## src/router_pkg.sv

```systemverilog
`default_nettype none

package router_pkg;

    localparam int DATA_W    = 16;
    localparam int ADDR_W    = 6;
    localparam int NUM_PORTS = 5;

    // dest splits into group bits above spine bits.
    localparam int SPINE_W = 2;
    localparam int GROUP_W = ADDR_W - SPINE_W;

    // 0 is the gpu, 1..4 the spines.
    typedef logic [2:0] port_idx_t;

    typedef struct packed {
        logic [DATA_W-1:0] data;
        logic [ADDR_W-1:0] dest;
    } flit_t;

    typedef enum logic [1:0] {
        DIR_IDLE = 2'b00,
        DIR_DOWN = 2'b01, // to the gpu.
        DIR_UP   = 2'b10  // to a spine.
    } dir_e;

    typedef enum logic [1:0] {
        ST_IDLE  = 2'b00,
        ST_GRANT = 2'b01,
        ST_HOLD  = 2'b10
    } arb_state_e;

    // one-cycle command from controller to switch.
    typedef struct packed {
        logic      valid;
        port_idx_t src;
        port_idx_t dst;
    } grant_t;

endpackage

`default_nettype wire

```

## src/port_fifo.sv

```systemverilog
`timescale 1ns/1ns
`default_nettype none

module port_fifo #(
    parameter int FIFO_DEPTH = 8
) (
    input  wire               clk,
    input  wire               rst_n,
    input  wire router_pkg::flit_t in_flit,
    input  wire               in_valid,
    output logic              in_ready,
    output router_pkg::flit_t head,
    output logic              head_valid,
    input  wire               pop,
    output logic              full,
    output logic              empty
);

    import router_pkg::*;

    localparam int PTR_W = (FIFO_DEPTH > 1) ? $clog2(FIFO_DEPTH) : 1;
    localparam int CNT_W = $clog2(FIFO_DEPTH + 1);

    flit_t            mem [FIFO_DEPTH];
    logic [PTR_W-1:0] wr_ptr;
    logic [PTR_W-1:0] rd_ptr;
    logic [CNT_W-1:0] count;
    logic             push;
    logic             do_pop;

    assign full       = (count == CNT_W'(FIFO_DEPTH));
    assign empty      = (count == '0);
    assign in_ready   = !full;
    assign head       = mem[rd_ptr];
    assign head_valid = !empty;

    assign push   = in_valid && in_ready;
    assign do_pop = pop && !empty;

    always_ff @(posedge clk) begin
        if (push) begin
            mem[wr_ptr] <= in_flit;
        end
    end

    always_ff @(posedge clk or negedge rst_n) begin
        if (!rst_n) begin
            wr_ptr <= '0;
            rd_ptr <= '0;
            count  <= '0;
        end else begin
            if (push) begin
                wr_ptr <= (wr_ptr == PTR_W'(FIFO_DEPTH - 1)) ? '0 : wr_ptr + 1'b1;
            end
            if (do_pop) begin
                rd_ptr <= (rd_ptr == PTR_W'(FIFO_DEPTH - 1)) ? '0 : rd_ptr + 1'b1;
            end
            // push and pop together leave the count alone.
            case ({push, do_pop})
                2'b10:   count <= count + 1'b1;
                2'b01:   count <= count - 1'b1;
                default: count <= count;
            endcase
        end
    end

    // the controller must only pop a head it saw valid.
    a_no_pop_empty: assert property (
        @(posedge clk) disable iff (!rst_n) pop |-> !empty
    );

    a_full_empty_excl: assert property (
        @(posedge clk) disable iff (!rst_n) !(full && empty)
    );

endmodule

`default_nettype wire

```

## src/crossbar_ctrl.sv

```systemverilog
`timescale 1ns/1ns
`default_nettype none

module crossbar_ctrl #(
    parameter logic [router_pkg::GROUP_W-1:0] GROUP_ID = 4'd3
) (
    input  wire                                  clk,
    input  wire                                  rst_n,
    input  wire                                  arb_enable,
    input  wire router_pkg::flit_t               heads [router_pkg::NUM_PORTS],
    input  wire [router_pkg::NUM_PORTS-1:0]      head_valid,
    input  wire [router_pkg::NUM_PORTS-1:0]      out_busy,
    output router_pkg::grant_t                   grant,
    output logic [router_pkg::NUM_PORTS-1:0]     pop,
    output logic                                 busy,
    output router_pkg::port_idx_t                current_grant,
    output router_pkg::dir_e                     direction
);

    import router_pkg::*;

    port_idx_t              route_dst [NUM_PORTS];
    logic [NUM_PORTS-1:0]   eligible;
    logic                   win_found;
    port_idx_t              win_src;
    port_idx_t              rr_ptr;
    logic                   any_valid;
    arb_state_e             state;
    arb_state_e             state_nxt;

    // own group goes down, anything else up to the named spine.
    always_comb begin
        for (int i = 0; i < NUM_PORTS; i++) begin
            if (heads[i].dest[ADDR_W-1 -: GROUP_W] == GROUP_ID) begin
                route_dst[i] = '0;
            end else begin
                route_dst[i] = port_idx_t'(heads[i].dest[SPINE_W-1:0]) + port_idx_t'(1);
            end
            eligible[i] = arb_enable && head_valid[i] && !out_busy[route_dst[i]];
        end
    end

    // first eligible head at or after the pointer.
    always_comb begin
        int unsigned idx;
        win_found = 1'b0;
        win_src   = '0;
        for (int k = 0; k < NUM_PORTS; k++) begin
            idx = rr_ptr + k;
            if (idx >= NUM_PORTS) begin
                idx = idx - NUM_PORTS;
            end
            if (!win_found && eligible[idx]) begin
                win_found = 1'b1;
                win_src   = port_idx_t'(idx);
            end
        end
    end

    always_comb begin
        grant = '0;
        pop   = '0;
        if (win_found) begin
            grant.valid  = 1'b1;
            grant.src    = win_src;
            grant.dst    = route_dst[win_src];
            pop[win_src] = 1'b1;
        end
    end

    assign any_valid = |head_valid;

    always_comb begin
        state_nxt = state;
        case (state)
            ST_IDLE: begin
                if (win_found) state_nxt = ST_GRANT;
            end
            ST_GRANT, ST_HOLD: begin
                if (win_found) begin
                    state_nxt = ST_GRANT;
                end else if (!any_valid) begin
                    state_nxt = ST_IDLE;
                end else begin
                    state_nxt = ST_HOLD; // heads stuck behind busy outputs.
                end
            end
            default: state_nxt = ST_IDLE;
        endcase
    end

    assign busy = (state != ST_IDLE);

    always_ff @(posedge clk or negedge rst_n) begin
        if (!rst_n) begin
            state         <= ST_IDLE;
            rr_ptr        <= '0;
            current_grant <= '0;
            direction     <= DIR_IDLE;
        end else begin
            state <= state_nxt;
            if (win_found) begin
                rr_ptr        <= (win_src == port_idx_t'(NUM_PORTS - 1)) ? '0 : win_src + 1'b1;
                current_grant <= win_src;
                direction     <= (route_dst[win_src] == '0) ? DIR_DOWN : DIR_UP;
            end else begin
                direction <= DIR_IDLE; // grant index keeps the last winner.
            end
        end
    end

    a_pop_onehot: assert property (
        @(posedge clk) disable iff (!rst_n) $onehot0(pop)
    );

    // the switch must never be asked to overwrite a waiting flit.
    a_grant_free_dst: assert property (
        @(posedge clk) disable iff (!rst_n) grant.valid |-> !out_busy[grant.dst]
    );

endmodule

`default_nettype wire

```

## src/xbar_switch.sv

```systemverilog
`timescale 1ns/1ns
`default_nettype none

module xbar_switch (
    input  wire                               clk,
    input  wire                               rst_n,
    input  wire router_pkg::flit_t            heads [router_pkg::NUM_PORTS],
    input  wire router_pkg::grant_t           grant,
    output router_pkg::flit_t                 out_flit [router_pkg::NUM_PORTS],
    output logic [router_pkg::NUM_PORTS-1:0]  out_valid,
    input  wire [router_pkg::NUM_PORTS-1:0]   out_ready,
    output logic [router_pkg::NUM_PORTS-1:0]  out_busy
);

    import router_pkg::*;

    flit_t                sel_flit;
    logic [NUM_PORTS-1:0] load;

    assign sel_flit = heads[grant.src];

    always_comb begin
        for (int p = 0; p < NUM_PORTS; p++) begin
            load[p] = grant.valid && (grant.dst == port_idx_t'(p));
        end
    end

    // a register being taken this cycle counts as free.
    assign out_busy = out_valid & ~out_ready;

    always_ff @(posedge clk) begin
        for (int p = 0; p < NUM_PORTS; p++) begin
            if (load[p]) begin
                out_flit[p] <= sel_flit;
            end
        end
    end

    always_ff @(posedge clk or negedge rst_n) begin
        if (!rst_n) begin
            out_valid <= '0;
        end else begin
            for (int p = 0; p < NUM_PORTS; p++) begin
                if (load[p]) begin
                    out_valid[p] <= 1'b1;
                end else if (out_ready[p]) begin
                    out_valid[p] <= 1'b0;
                end
            end
        end
    end

    for (genvar g = 0; g < NUM_PORTS; g++) begin : g_hold
        // receiver sees the same flit until it takes it.
        a_out_stable: assert property (
            @(posedge clk) disable iff (!rst_n)
            (out_valid[g] && !out_ready[g]) |=> (out_valid[g] && $stable(out_flit[g]))
        );
    end

endmodule

`default_nettype wire

```

## src/enhanced_router.sv

```systemverilog
`timescale 1ns/1ns
`default_nettype none

module enhanced_router #(
    parameter int                              FIFO_DEPTH = 8,
    parameter logic [router_pkg::GROUP_W-1:0]  GROUP_ID   = 4'd3
) (
    input  wire                               clk,
    input  wire                               rst_n,
    input  wire                               arb_enable,

    input  wire router_pkg::flit_t            in_flit [router_pkg::NUM_PORTS],
    input  wire [router_pkg::NUM_PORTS-1:0]   in_valid,
    output wire [router_pkg::NUM_PORTS-1:0]   in_ready,

    output router_pkg::flit_t                 out_flit [router_pkg::NUM_PORTS],
    output wire [router_pkg::NUM_PORTS-1:0]   out_valid,
    input  wire [router_pkg::NUM_PORTS-1:0]   out_ready,

    output wire [router_pkg::NUM_PORTS-1:0]   fifo_full,
    output wire [router_pkg::NUM_PORTS-1:0]   fifo_empty,

    output wire                               crossbar_busy,
    output router_pkg::port_idx_t             current_grant,
    output router_pkg::dir_e                  routing_direction
);

    import router_pkg::*;

    flit_t                heads [NUM_PORTS];
    logic [NUM_PORTS-1:0] head_valid;
    logic [NUM_PORTS-1:0] pop;
    logic [NUM_PORTS-1:0] out_busy;
    grant_t               grant;

    // port 0 is the gpu.
    port_fifo #(.FIFO_DEPTH(FIFO_DEPTH)) fifo0 (
        .clk(clk), .rst_n(rst_n),
        .in_flit(in_flit[0]), .in_valid(in_valid[0]), .in_ready(in_ready[0]),
        .head(heads[0]), .head_valid(head_valid[0]), .pop(pop[0]),
        .full(fifo_full[0]), .empty(fifo_empty[0])
    );

    port_fifo #(.FIFO_DEPTH(FIFO_DEPTH)) fifo1 (
        .clk(clk), .rst_n(rst_n),
        .in_flit(in_flit[1]), .in_valid(in_valid[1]), .in_ready(in_ready[1]),
        .head(heads[1]), .head_valid(head_valid[1]), .pop(pop[1]),
        .full(fifo_full[1]), .empty(fifo_empty[1])
    );

    port_fifo #(.FIFO_DEPTH(FIFO_DEPTH)) fifo2 (
        .clk(clk), .rst_n(rst_n),
        .in_flit(in_flit[2]), .in_valid(in_valid[2]), .in_ready(in_ready[2]),
        .head(heads[2]), .head_valid(head_valid[2]), .pop(pop[2]),
        .full(fifo_full[2]), .empty(fifo_empty[2])
    );

    port_fifo #(.FIFO_DEPTH(FIFO_DEPTH)) fifo3 (
        .clk(clk), .rst_n(rst_n),
        .in_flit(in_flit[3]), .in_valid(in_valid[3]), .in_ready(in_ready[3]),
        .head(heads[3]), .head_valid(head_valid[3]), .pop(pop[3]),
        .full(fifo_full[3]), .empty(fifo_empty[3])
    );

    port_fifo #(.FIFO_DEPTH(FIFO_DEPTH)) fifo4 (
        .clk(clk), .rst_n(rst_n),
        .in_flit(in_flit[4]), .in_valid(in_valid[4]), .in_ready(in_ready[4]),
        .head(heads[4]), .head_valid(head_valid[4]), .pop(pop[4]),
        .full(fifo_full[4]), .empty(fifo_empty[4])
    );

    crossbar_ctrl #(
        .GROUP_ID(GROUP_ID)
    ) ctrl0 (
        .clk(clk),
        .rst_n(rst_n),
        .arb_enable(arb_enable),
        .heads(heads),
        .head_valid(head_valid),
        .out_busy(out_busy),
        .grant(grant),
        .pop(pop),
        .busy(crossbar_busy),
        .current_grant(current_grant),
        .direction(routing_direction)
    );

    // one flit per cycle into the output registers.
    xbar_switch switch0 (
        .clk(clk),
        .rst_n(rst_n),
        .heads(heads),
        .grant(grant),
        .out_flit(out_flit),
        .out_valid(out_valid),
        .out_ready(out_ready),
        .out_busy(out_busy)
    );

endmodule

`default_nettype wire

```

## config.mk

```make
export PLATFORM = sky130hd
export DESIGN_NAME = enhanced_router
export DESIGN_NICKNAME = d
export VERILOG_FILES = /design/src/router_pkg.sv /design/src/port_fifo.sv /design/src/crossbar_ctrl.sv /design/src/xbar_switch.sv /design/src/enhanced_router.sv
export SDC_FILE = /design/constraint.sdc
export NUM_CORES = 1
export LEC_CHECK = 0
export ABC_AREA = 1
export BUFFER_PORTS_ARGS = -buffer_cell sky130_fd_sc_hd__buf_2
export CAP_MARGIN = 5
export CORE_ASPECT_RATIO = 0.75
export CORE_MARGIN = 1
export CORE_UTILIZATION = 49
export CTS_BUF_LIST = sky130_fd_sc_hd__clkbuf_16
export DETAILED_ROUTE_END_ITERATION = 7
export HOLD_SLACK_MARGIN = 0.15
export PLACE_DENSITY = 0.72
export SLEW_MARGIN = 5
export SYNTH_ARGS = -nofsm -noshare
export SYNTH_HDL_FRONTEND = slang
export SYNTH_SLANG_ARGS = --single-unit
```

## constraint.sdc

```tcl
create_clock -name clk -period 6.5 [get_ports clk]
set_clock_uncertainty 0.1 [all_clocks]
set_input_delay 1.3 -clock clk [delete_from_list [all_inputs] [get_ports clk]]
set_output_delay 1.3 -clock clk [all_outputs]
set_load 0.1 [all_outputs]
```

Word level (Yosys, flattened, before mapping)
Memories as Yosys holds them, arrays and structs flattened.
Cells that the tools add are included.
{ "word_totals": {"n_memories": 5, "input_bits": 123, "register_bits": 175, "mem_bits_rw": 880, "rom_bits": 0, "output_inout_bits": 136, "wordCells": 297, "latch_bits": 0} }
{ "classes": {"muxes": 92, "bitwise_logic": 4, "n_lt_le_gt_ge": 19, "eq_ne": 38, "n_shift": 0, "mul": 0, "n_addsub": 35, "div": 0, "n_reduce_logical": 70} }
{ "memory_table": {"columns": ["memory", "depth", "width", "rd", "rd_clocked_by_memory_dff", "wr", "line_no", "rtl"], "rows": [
  ["fifo0.mem", 8, 22, 1, 0, 1, "port_fifo.sv:24", "flit_t mem [FIFO_DEPTH];"],
  ["fifo1.mem", 8, 22, 1, 0, 1, "port_fifo.sv:24", null],
  ["fifo2.mem", 8, 22, 1, 0, 1, "port_fifo.sv:24", null],
  ["fifo3.mem", 8, 22, 1, 0, 1, "port_fifo.sv:24", null],
  ["fifo4.mem", 8, 22, 1, 0, 1, "port_fifo.sv:24", null]
]} }
{ "op_table": {"columns": ["cell", "n"], "rows": [
  ["32-bit by 4-bit < comparator with 1-bit output (second input constant)", 5],
  ["32-bit 2-to-1 mux", 5],
  ["32-bit by 3-bit greater-or-equal comparator with 1-bit output (second input constant)", 4],
  ["32-bit by 3-bit subtractor with 32-bit output (second input constant)", 4],
  ["3-bit 2-to-1 mux", 23],
  ["22-bit binary-select mux with 3-bit select", 1],
  ["22-bit 2-to-1 mux", 2],
  ["4-bit one-hot mux with 2 select lines", 5],
  ["3-bit equality test (second input constant)", 12],
  ["1-bit 2-to-1 mux", 36],
  ["3-bit by 1-bit adder with 3-bit output (second input constant)", 11],
  ["1-bit binary-select mux with 3-bit select", 10],
  ["1-bit logical AND", 30],
  ["3-bit by 4-bit < comparator with 1-bit output (second input constant)", 6],
  ["2-bit nonzero test", 11],
  ["4-bit by 1-bit adder with 4-bit output (second input constant)", 5],
  ["4-bit by 2-bit equality test with 1-bit output (second input constant)", 5],
  ["4-bit equality test (second input constant)", 5],
  ["4-bit zero test", 5],
  ["4-bit by 1-bit subtractor with 4-bit output (second input constant)", 5],
  ["1-bit zero test", 19],
  ["2-bit by 1-bit adder with 3-bit output (second input constant)", 5],
  ["2-bit by 1-bit equality test with 1-bit output (second input constant)", 6],
  ["2-bit equality test (second input constant)", 6],
  ["other kinds (23)", 32]
]} }

Depth between registers and ports, before layout
An unclocked memory read counts as a cell.
{ "depth": {"depth_word": 31, "mapped_depth": 38, "mapped_depth_nobuf": 37} }

By module
A second synthesis with hierarchy kept.
{ "hier_totals": {"cells_unflattened": 4846, "area_unflattened_um2": 47505.6} }
{ "by_module_without_submodules": {"columns": ["mod", "seq_area_each_um2", "n_inst", "cells_each", "area_each_um2"], "rows": [
  ["port_fifo at fifo1 ...", 5535.3, 3, 848, 8206.6],
  ["port_fifo at fifo2", 5535.3, 1, 849, 8210.4],
  ["port_fifo at fifo0", 5535.3, 1, 674, 7693.6],
  ["xbar_switch", 3428.3, 1, 368, 4540.6],
  ["crossbar_ctrl", 250.2, 1, 411, 2441.1]
]} }

Least setup slack after synthesis
OpenSTA, ideal clock, no wires.
{ "synth_timing": {"path_kind": "flip-flop to flip-flop", "startpoint": "register fifo1.rd_ptr[0]", "endpoint": "register switch0.out_flit[100] (netlist name)", "n_path_buf": 5, "arrival_ns": 4.488, "period_less_slack_ns": 4.988, "required_ns": 5.999, "path_stages_with_launch": 31, "slack_ns": 1.512, "path_cell_list": "dfrtp_1 buf_6 inv_4 buf_4 clkbuf_1 clkbuf_1 nor2_1 o22ai_1 nand2_1 nand2_1 ha_1 nor3_1 nand2_1 nand3_1 inv_2 nand2_2 nand2_1 nand3_1 nor2_2 nor2_4 nand2_2 nor2_8 nand4_4 nand3_4 buf_8 nand2_1 nand2_1 nand2_1 nand3_2 nand2_2 nor2_1"} }
{ "synth_between": {"elab_chain_cells": 29, "elab_cells_between_ends": 43, "cone_classes": "add/sub (1); eq/ne (1); mux (27); bitwise (1); reduce/logical (12); memory (1)"} }
{ "synth_rtl": {"columns": ["element", "line_no", "rtl"], "rows": [
  ["from (decl)", "port_fifo.sv:26", "logic [PTR_W-1:0] rd_ptr;"],
  ["from (signal assigned)", "port_fifo.sv:56", "rd_ptr <= (rd_ptr == PTR_W'(FIFO_DEPTH - 1)) ? '0 : rd_ptr + 1'b1;"],
  ["memory 8 x 22 bit (*)", null, null],
  ["2-bit by 1-bit adder with 3-bit output / 4-bit by 2-bit equality test with 1-bit output (equally long branches)", "crossbar_ctrl.sv:37, crossbar_ctrl.sv:34", null],
  ["3-bit 2-to-1 mux (*)", "crossbar_ctrl.sv:34", "if (heads[i].dest[ADDR_W-1 -: GROUP_W] == GROUP_ID) begin"],
  ["1-bit binary-select mux with 3-bit select", "crossbar_ctrl.sv:39", "eligible[i] = arb_enable && head_valid[i] && !out_busy[route_dst[i]];"],
  ["1-bit 2-to-1 mux (implied by the code)", "crossbar_ctrl.sv:39", null],
  ["1-bit zero test", "crossbar_ctrl.sv:39", null],
  ["1-bit logical AND", "crossbar_ctrl.sv:39", null],
  ["1-bit binary-select mux with 3-bit select", "crossbar_ctrl.sv:53", "if (!win_found && eligible[idx]) begin"],
  ["[... 13 more ...]", null, null],
  ["3-bit 2-to-1 mux", "crossbar_ctrl.sv:53", null],
  ["3-bit inverter with 4-bit output (implied by the code)", "crossbar_ctrl.sv:66", "grant.dst = route_dst[win_src];"],
  ["3-bit binary-select mux with 3-bit select", "crossbar_ctrl.sv:66", null],
  ["3-bit 2-to-1 mux (implied by the code) (2 in a row)", "crossbar_ctrl.sv:66", null],
  ["7-bit 2-to-1 mux (*)", "crossbar_ctrl.sv:63", "if (win_found) begin"],
  ["3-bit zero test", "xbar_switch.sv:24", "load[p] = grant.valid && (grant.dst == port_idx_t'(p));"],
  ["1-bit logical AND (*)", "xbar_switch.sv:24", null],
  ["net switch0.load[0]", "xbar_switch.sv:18", "logic [NUM_PORTS-1:0] load;"]
]} }
Mark *: on every way through the listed nets, which the timed path passes. The rest lies on a longest branch. The select of a mux whose other input is x is not followed.
A chain may end at the register's enable or synchronous reset.

Final worst setup path
{ "layout_timing": {"startpoint": "register fifo2.rd_ptr[0]", "endpoint": "register fifo3.count[3]"} }
{ "layout_between": {"elab_chain_cells": 30, "elab_cells_between_ends": 47, "cone_classes": "add/sub (1); order compare (2); eq/ne (3); mux (27); reduce/logical (13); memory (1)"} }
{ "layout_rtl": {"columns": ["element", "line_no", "rtl"], "rows": [
  ["from (decl)", "port_fifo.sv:26", null],
  ["from (signal assigned)", "port_fifo.sv:56", null],
  ["memory 8 x 22 bit (*)", null, null],
  ["2-bit by 1-bit adder with 3-bit output / 4-bit by 2-bit equality test with 1-bit output (equally long branches)", "crossbar_ctrl.sv:37, crossbar_ctrl.sv:34", null],
  ["3-bit 2-to-1 mux (*)", "crossbar_ctrl.sv:34", null],
  ["1-bit binary-select mux with 3-bit select (*)", "crossbar_ctrl.sv:39", null],
  ["1-bit 2-to-1 mux (implied by the code) (*)", "crossbar_ctrl.sv:39", null],
  ["1-bit zero test (*)", "crossbar_ctrl.sv:39", null],
  ["1-bit logical AND (*)", "crossbar_ctrl.sv:39", null],
  ["1-bit binary-select mux with 3-bit select", "crossbar_ctrl.sv:53", null],
  ["[... 15 more ...]", null, null],
  ["1-bit logical AND (implied by the code)", "crossbar_ctrl.sv:67", "pop[win_src] = 1'b1;"],
  ["1-bit 2-to-1 mux (implied by the code)", "crossbar_ctrl.sv:67", null],
  ["1-bit demux with 3-bit select", null, null],
  ["5-bit 2-to-1 mux (*)", "crossbar_ctrl.sv:63", null],
  ["1-bit logical AND (*)", "port_fifo.sv:38", "assign do_pop = pop && !empty;"],
  ["net fifo3.do_pop", "port_fifo.sv:29", "logic do_pop;"],
  ["2-bit by 1-bit equality test with 1-bit output / 2-bit equality test (equally long branches)", "port_fifo.sv:59", "case ({push, do_pop})"],
  ["4-bit one-hot mux with 2 select lines / 2-bit nonzero test (equally long branches)", null, null],
  ["to (signal assigned)", "port_fifo.sv:60", "2'b10: count <= count + 1'b1;"],
  ["to (signal assigned)", "port_fifo.sv:61", "2'b01: count <= count - 1'b1;"],
  ["to (signal assigned)", "port_fifo.sv:62", "default: count <= count;"],
  ["to (decl)", "port_fifo.sv:27", "logic [CNT_W-1:0] count;"]
]} }
Marks and branches as above.

==> results.tsv <==
stage	metric	value	unit
critical_path	Worst EP arrival	6300	ps
hold_path	HP Class	flop to flop	
timing	fin crit share	0.900	
synth	syn_area_per_cell	12.2	um2
detailed_routing	Routed WL per cell	22.1	um
placed_design	GP Congestion	0.945	
clock_tree	total CTS buffers	98	
synth	Post-Syn Nets	3784	
synth	number of flops mapped to enable cells by yosys	990	
clock_tree	CTS tree	yes	
synth	Synth area leaders	edfxtp_1 (68%), o21ai_0 (5.1%), nor2_1 (4.4%), nand2_1 (4.1%), dfrtp_1 (3.7%)	
synth	Yosys top cell area share	0.676	
clock_tree	htree depth	3	
global_route	total gr overflow	0	
placed_design	DP HPWL	71300	um
critical_path	Reg2Reg Depth	28	
synth	area leader, netlist	edfxtp_1	
global_route	largest net degree at the start of global routing	91	
clock_tree	Clock Tree Root	clkbuf_16	
detailed_routing	Vias	28900	
clock_tree	Clock Path Buffers	3	
synth	top-count cell post-synth	edfxtp_1	
layout	layout cell share with drive strength beyond 1	0.152	
status	status	complete, no violations	
critical_path	Max FO, Critical Path	31	
clock_tree	Post-CTS Setup Bufs	0	
detailed_routing	Initial DRC Count	3573	
timing	RSZ-0062 raised after global routing	no	
floorplan	total die area	90900	um2
clock_tree	number of gates resized after CTS	0	
synth	Seq cells post-synth	1055	
detailed_routing	Remaining DRCs	0	
critical_path	CP startpoint kind	flop	
timing	Hold Vio Cnt, Final	0	
synth	Most used DFF post-synth	edfxtp_1	
timing	Slew Limit Fails	0	
clock_tree	latest clock arrival within the worst-skew pair	670	ps
layout	Nets	4013	
critical_path	Crit Path Category	flop to flop	
placed_design	# port buffers	258	
global_route	Total GRT Usage	0.244	
synth	Mapped Cells	3602	
hold_path	Hold Path Stages	1	
synth	Unique masters post-synth	48	
global_route	first-pass GRT wire length	166000	um
detailed_routing	antenna-violating nets left	0	
synth	Seq/Total Area, Yosys	0.713	
global_route	initial antenna violation count	22	
floorplan	Die Span Y	261	um
floorplan	Core Footprint	88300	um2
floorplan	Die Wd	348	um
timing	TNS Setup	0	ps
timing	Max Clock Freq	0.171	GHz
detailed_routing	first drt pass iteration count	6	
critical_path	Req. time, crit path	6950	ps
timing	slew margin rel.	0.276	
detailed_routing	Routed WL	113000	um
synth	Synth warnings	0	
critical_path	reg2reg setup slack	650	ps
global_route	vias in the first global route	26900	
critical_path	CP peak stage delay	840	ps
floorplan	Rows	94	
timing	Final min period	5850	ps
floorplan	Initial Util	0.498	
clock_tree	CTS Hold Bufs	0	
clock_tree	Reg clk slew, reported paths	70	ps
synth	asr flop ratio synth	0.0616	
clock_tree	clk sinks	1055	
layout	area grow syn2layout	13.1	%
synth	Synth top cells by count	edfxtp_1 (990), nor2_1 (518), nand2_1 (485), o21ai_0 (452), inv_1 (230)	
synth	mapped cell area	44000	um2
timing	final setup fails	0	
critical_path	cell with the most instances on the worst path	nand2_1	
timing	Worst Max-Slew Pin Slew	1090	ps
job	MaxCap Viol Count	0	
critical_path	CP Capture Type	flop	
detailed_routing	Avg Vias per Cell	5.64	
critical_path	Worst path slowest cell	o21ai_2	
floorplan	I/O pin count	259	
==> sequential cells by signal, summed over array words and instances (netlist names), 4 cells and up <==
signal and cells:
fifo2.mem 176, fifo0.mem 176, fifo2.count 4, fifo3.count 4
switch0.out_flit 110, fifo1.count 4, fifo4.mem 176, fifo3.mem 176
fifo0.count 4, fifo4.count 4, fifo1.mem 176, switch0.out_valid 5
==> per-stage QoR <==
| stage | hold slack, ps | util | std cells | cell area, um2 | setup slack (ps) |
|---|---|---|---|---|---|
| 2_1_floorplan | 368 | - | 3602 | 44000 | 1510 |
| 3_3_place_gp | 384 | 0.527 | 4931 | 46600 | 919 |
| 3_5_place_dp | 385 | 0.527 | 4931 | 46600 | 788 |
| 4_1_cts | 369 | 0.563 | 5114 | 49700 | 791 |
| 5_1_grt | 379 | 0.563 | 5119 | 49700 | 318 |
| 6_report | 398 | 0.563 | 5123 | 49700 | 652 |
==> critical path: cells and delay by family, from the launching register on <==
family / cells / cell delay (ps)
simple gates: 18 / 1890
buf+inv: 2 / 440
compound gates: 4 / 1540
xor+xnor: 1 / 140
fa+ha+maj: 3 / 890
flops: 1 / 710
==> layer usage <==
layer	wire length, um	vias to the layer above	global-route usage	part of all wire
li1	-	13300	-	-
met1	46700	14000	0.345	0.41
met2	49300	1352	0.354	0.44
met3	13500	207	0.0841	0.12
met4	3350	32	0.0804	0.030
met5	294	-	0.00816	0.0026
==> final timing paths <==
path,to,from
setup / recovery,fifo3.count[3],fifo2.rd_ptr[0]
hold / removal,fifo0.count[0],fifo0.count[0]
max in group asynchronous,fifo0.rd_ptr[0],rst_n
hold reg to reg,fifo0.count[0],fifo0.count[0]
setup reg to reg,fifo3.count[3],fifo2.rd_ptr[0]
min in group asynchronous,fifo3.wr_ptr[1],rst_n
==> placed cells by master (no fill, tap or decap), types with 5 or more instances in the layout <==
cell type	instances
a211oi_1	5
a21oi_1	21
a31oi_1	39
buf_12	7
buf_2	257
buf_4	64
bufinv_16	7
clkbuf_16	102
clkinv_1	26
clkinv_2	21
clkinvlp_4	5
dfrtp_1	60
dfrtp_2	5
diode_2	9
edfxtp_1	990
fa_1	6
ha_1	53
inv_1	251
inv_2	17
nand2_1	485
nand2_2	10
nand3_1	178
nand4_1	13
nor2_1	477
nor2_2	34
nor2_4	29
nor3_1	6
o211ai_1	7
o21ai_0	452
o21ai_1	38
o21ai_2	7
o221ai_1	96
o22ai_1	84
or2_2	5
xnor2_1	6
xor2_1	16
==> cells by family (layout without fill, tap and decap cells) <==
logic type / Yosys count / count (layout) / synth area share
other: 0 / 9 / 0
adders and majority gates: 59 / 59 / 0.0178
and+or+nand+nor: 1254 / 1254 / 0.120
DFF: 1055 / 1055 / 0.713
AOI/OAI and AO/OA: 757 / 757 / 0.0998
buffers and inverters: 455 / 767 / 0.0453
xor gates and xnor gates: 22 / 22 / 0.00438
==> area by class of cell <==
class | instances | area [um2]
clock buffer | 102 | 2550
antenna | 9 | 22.5
multi-input combinational | 2092 | 10800
timing repair buffer | 328 | 1910
clock inverter | 81 | 583
tap | 1200 | 1500
sequential | 1055 | 31400
fill | 7017 | 38600
inverter | 256 | 983
Power is not shown: default switching activity piles up to over one toggle a cycle in this logic, so the estimate is an artifact.
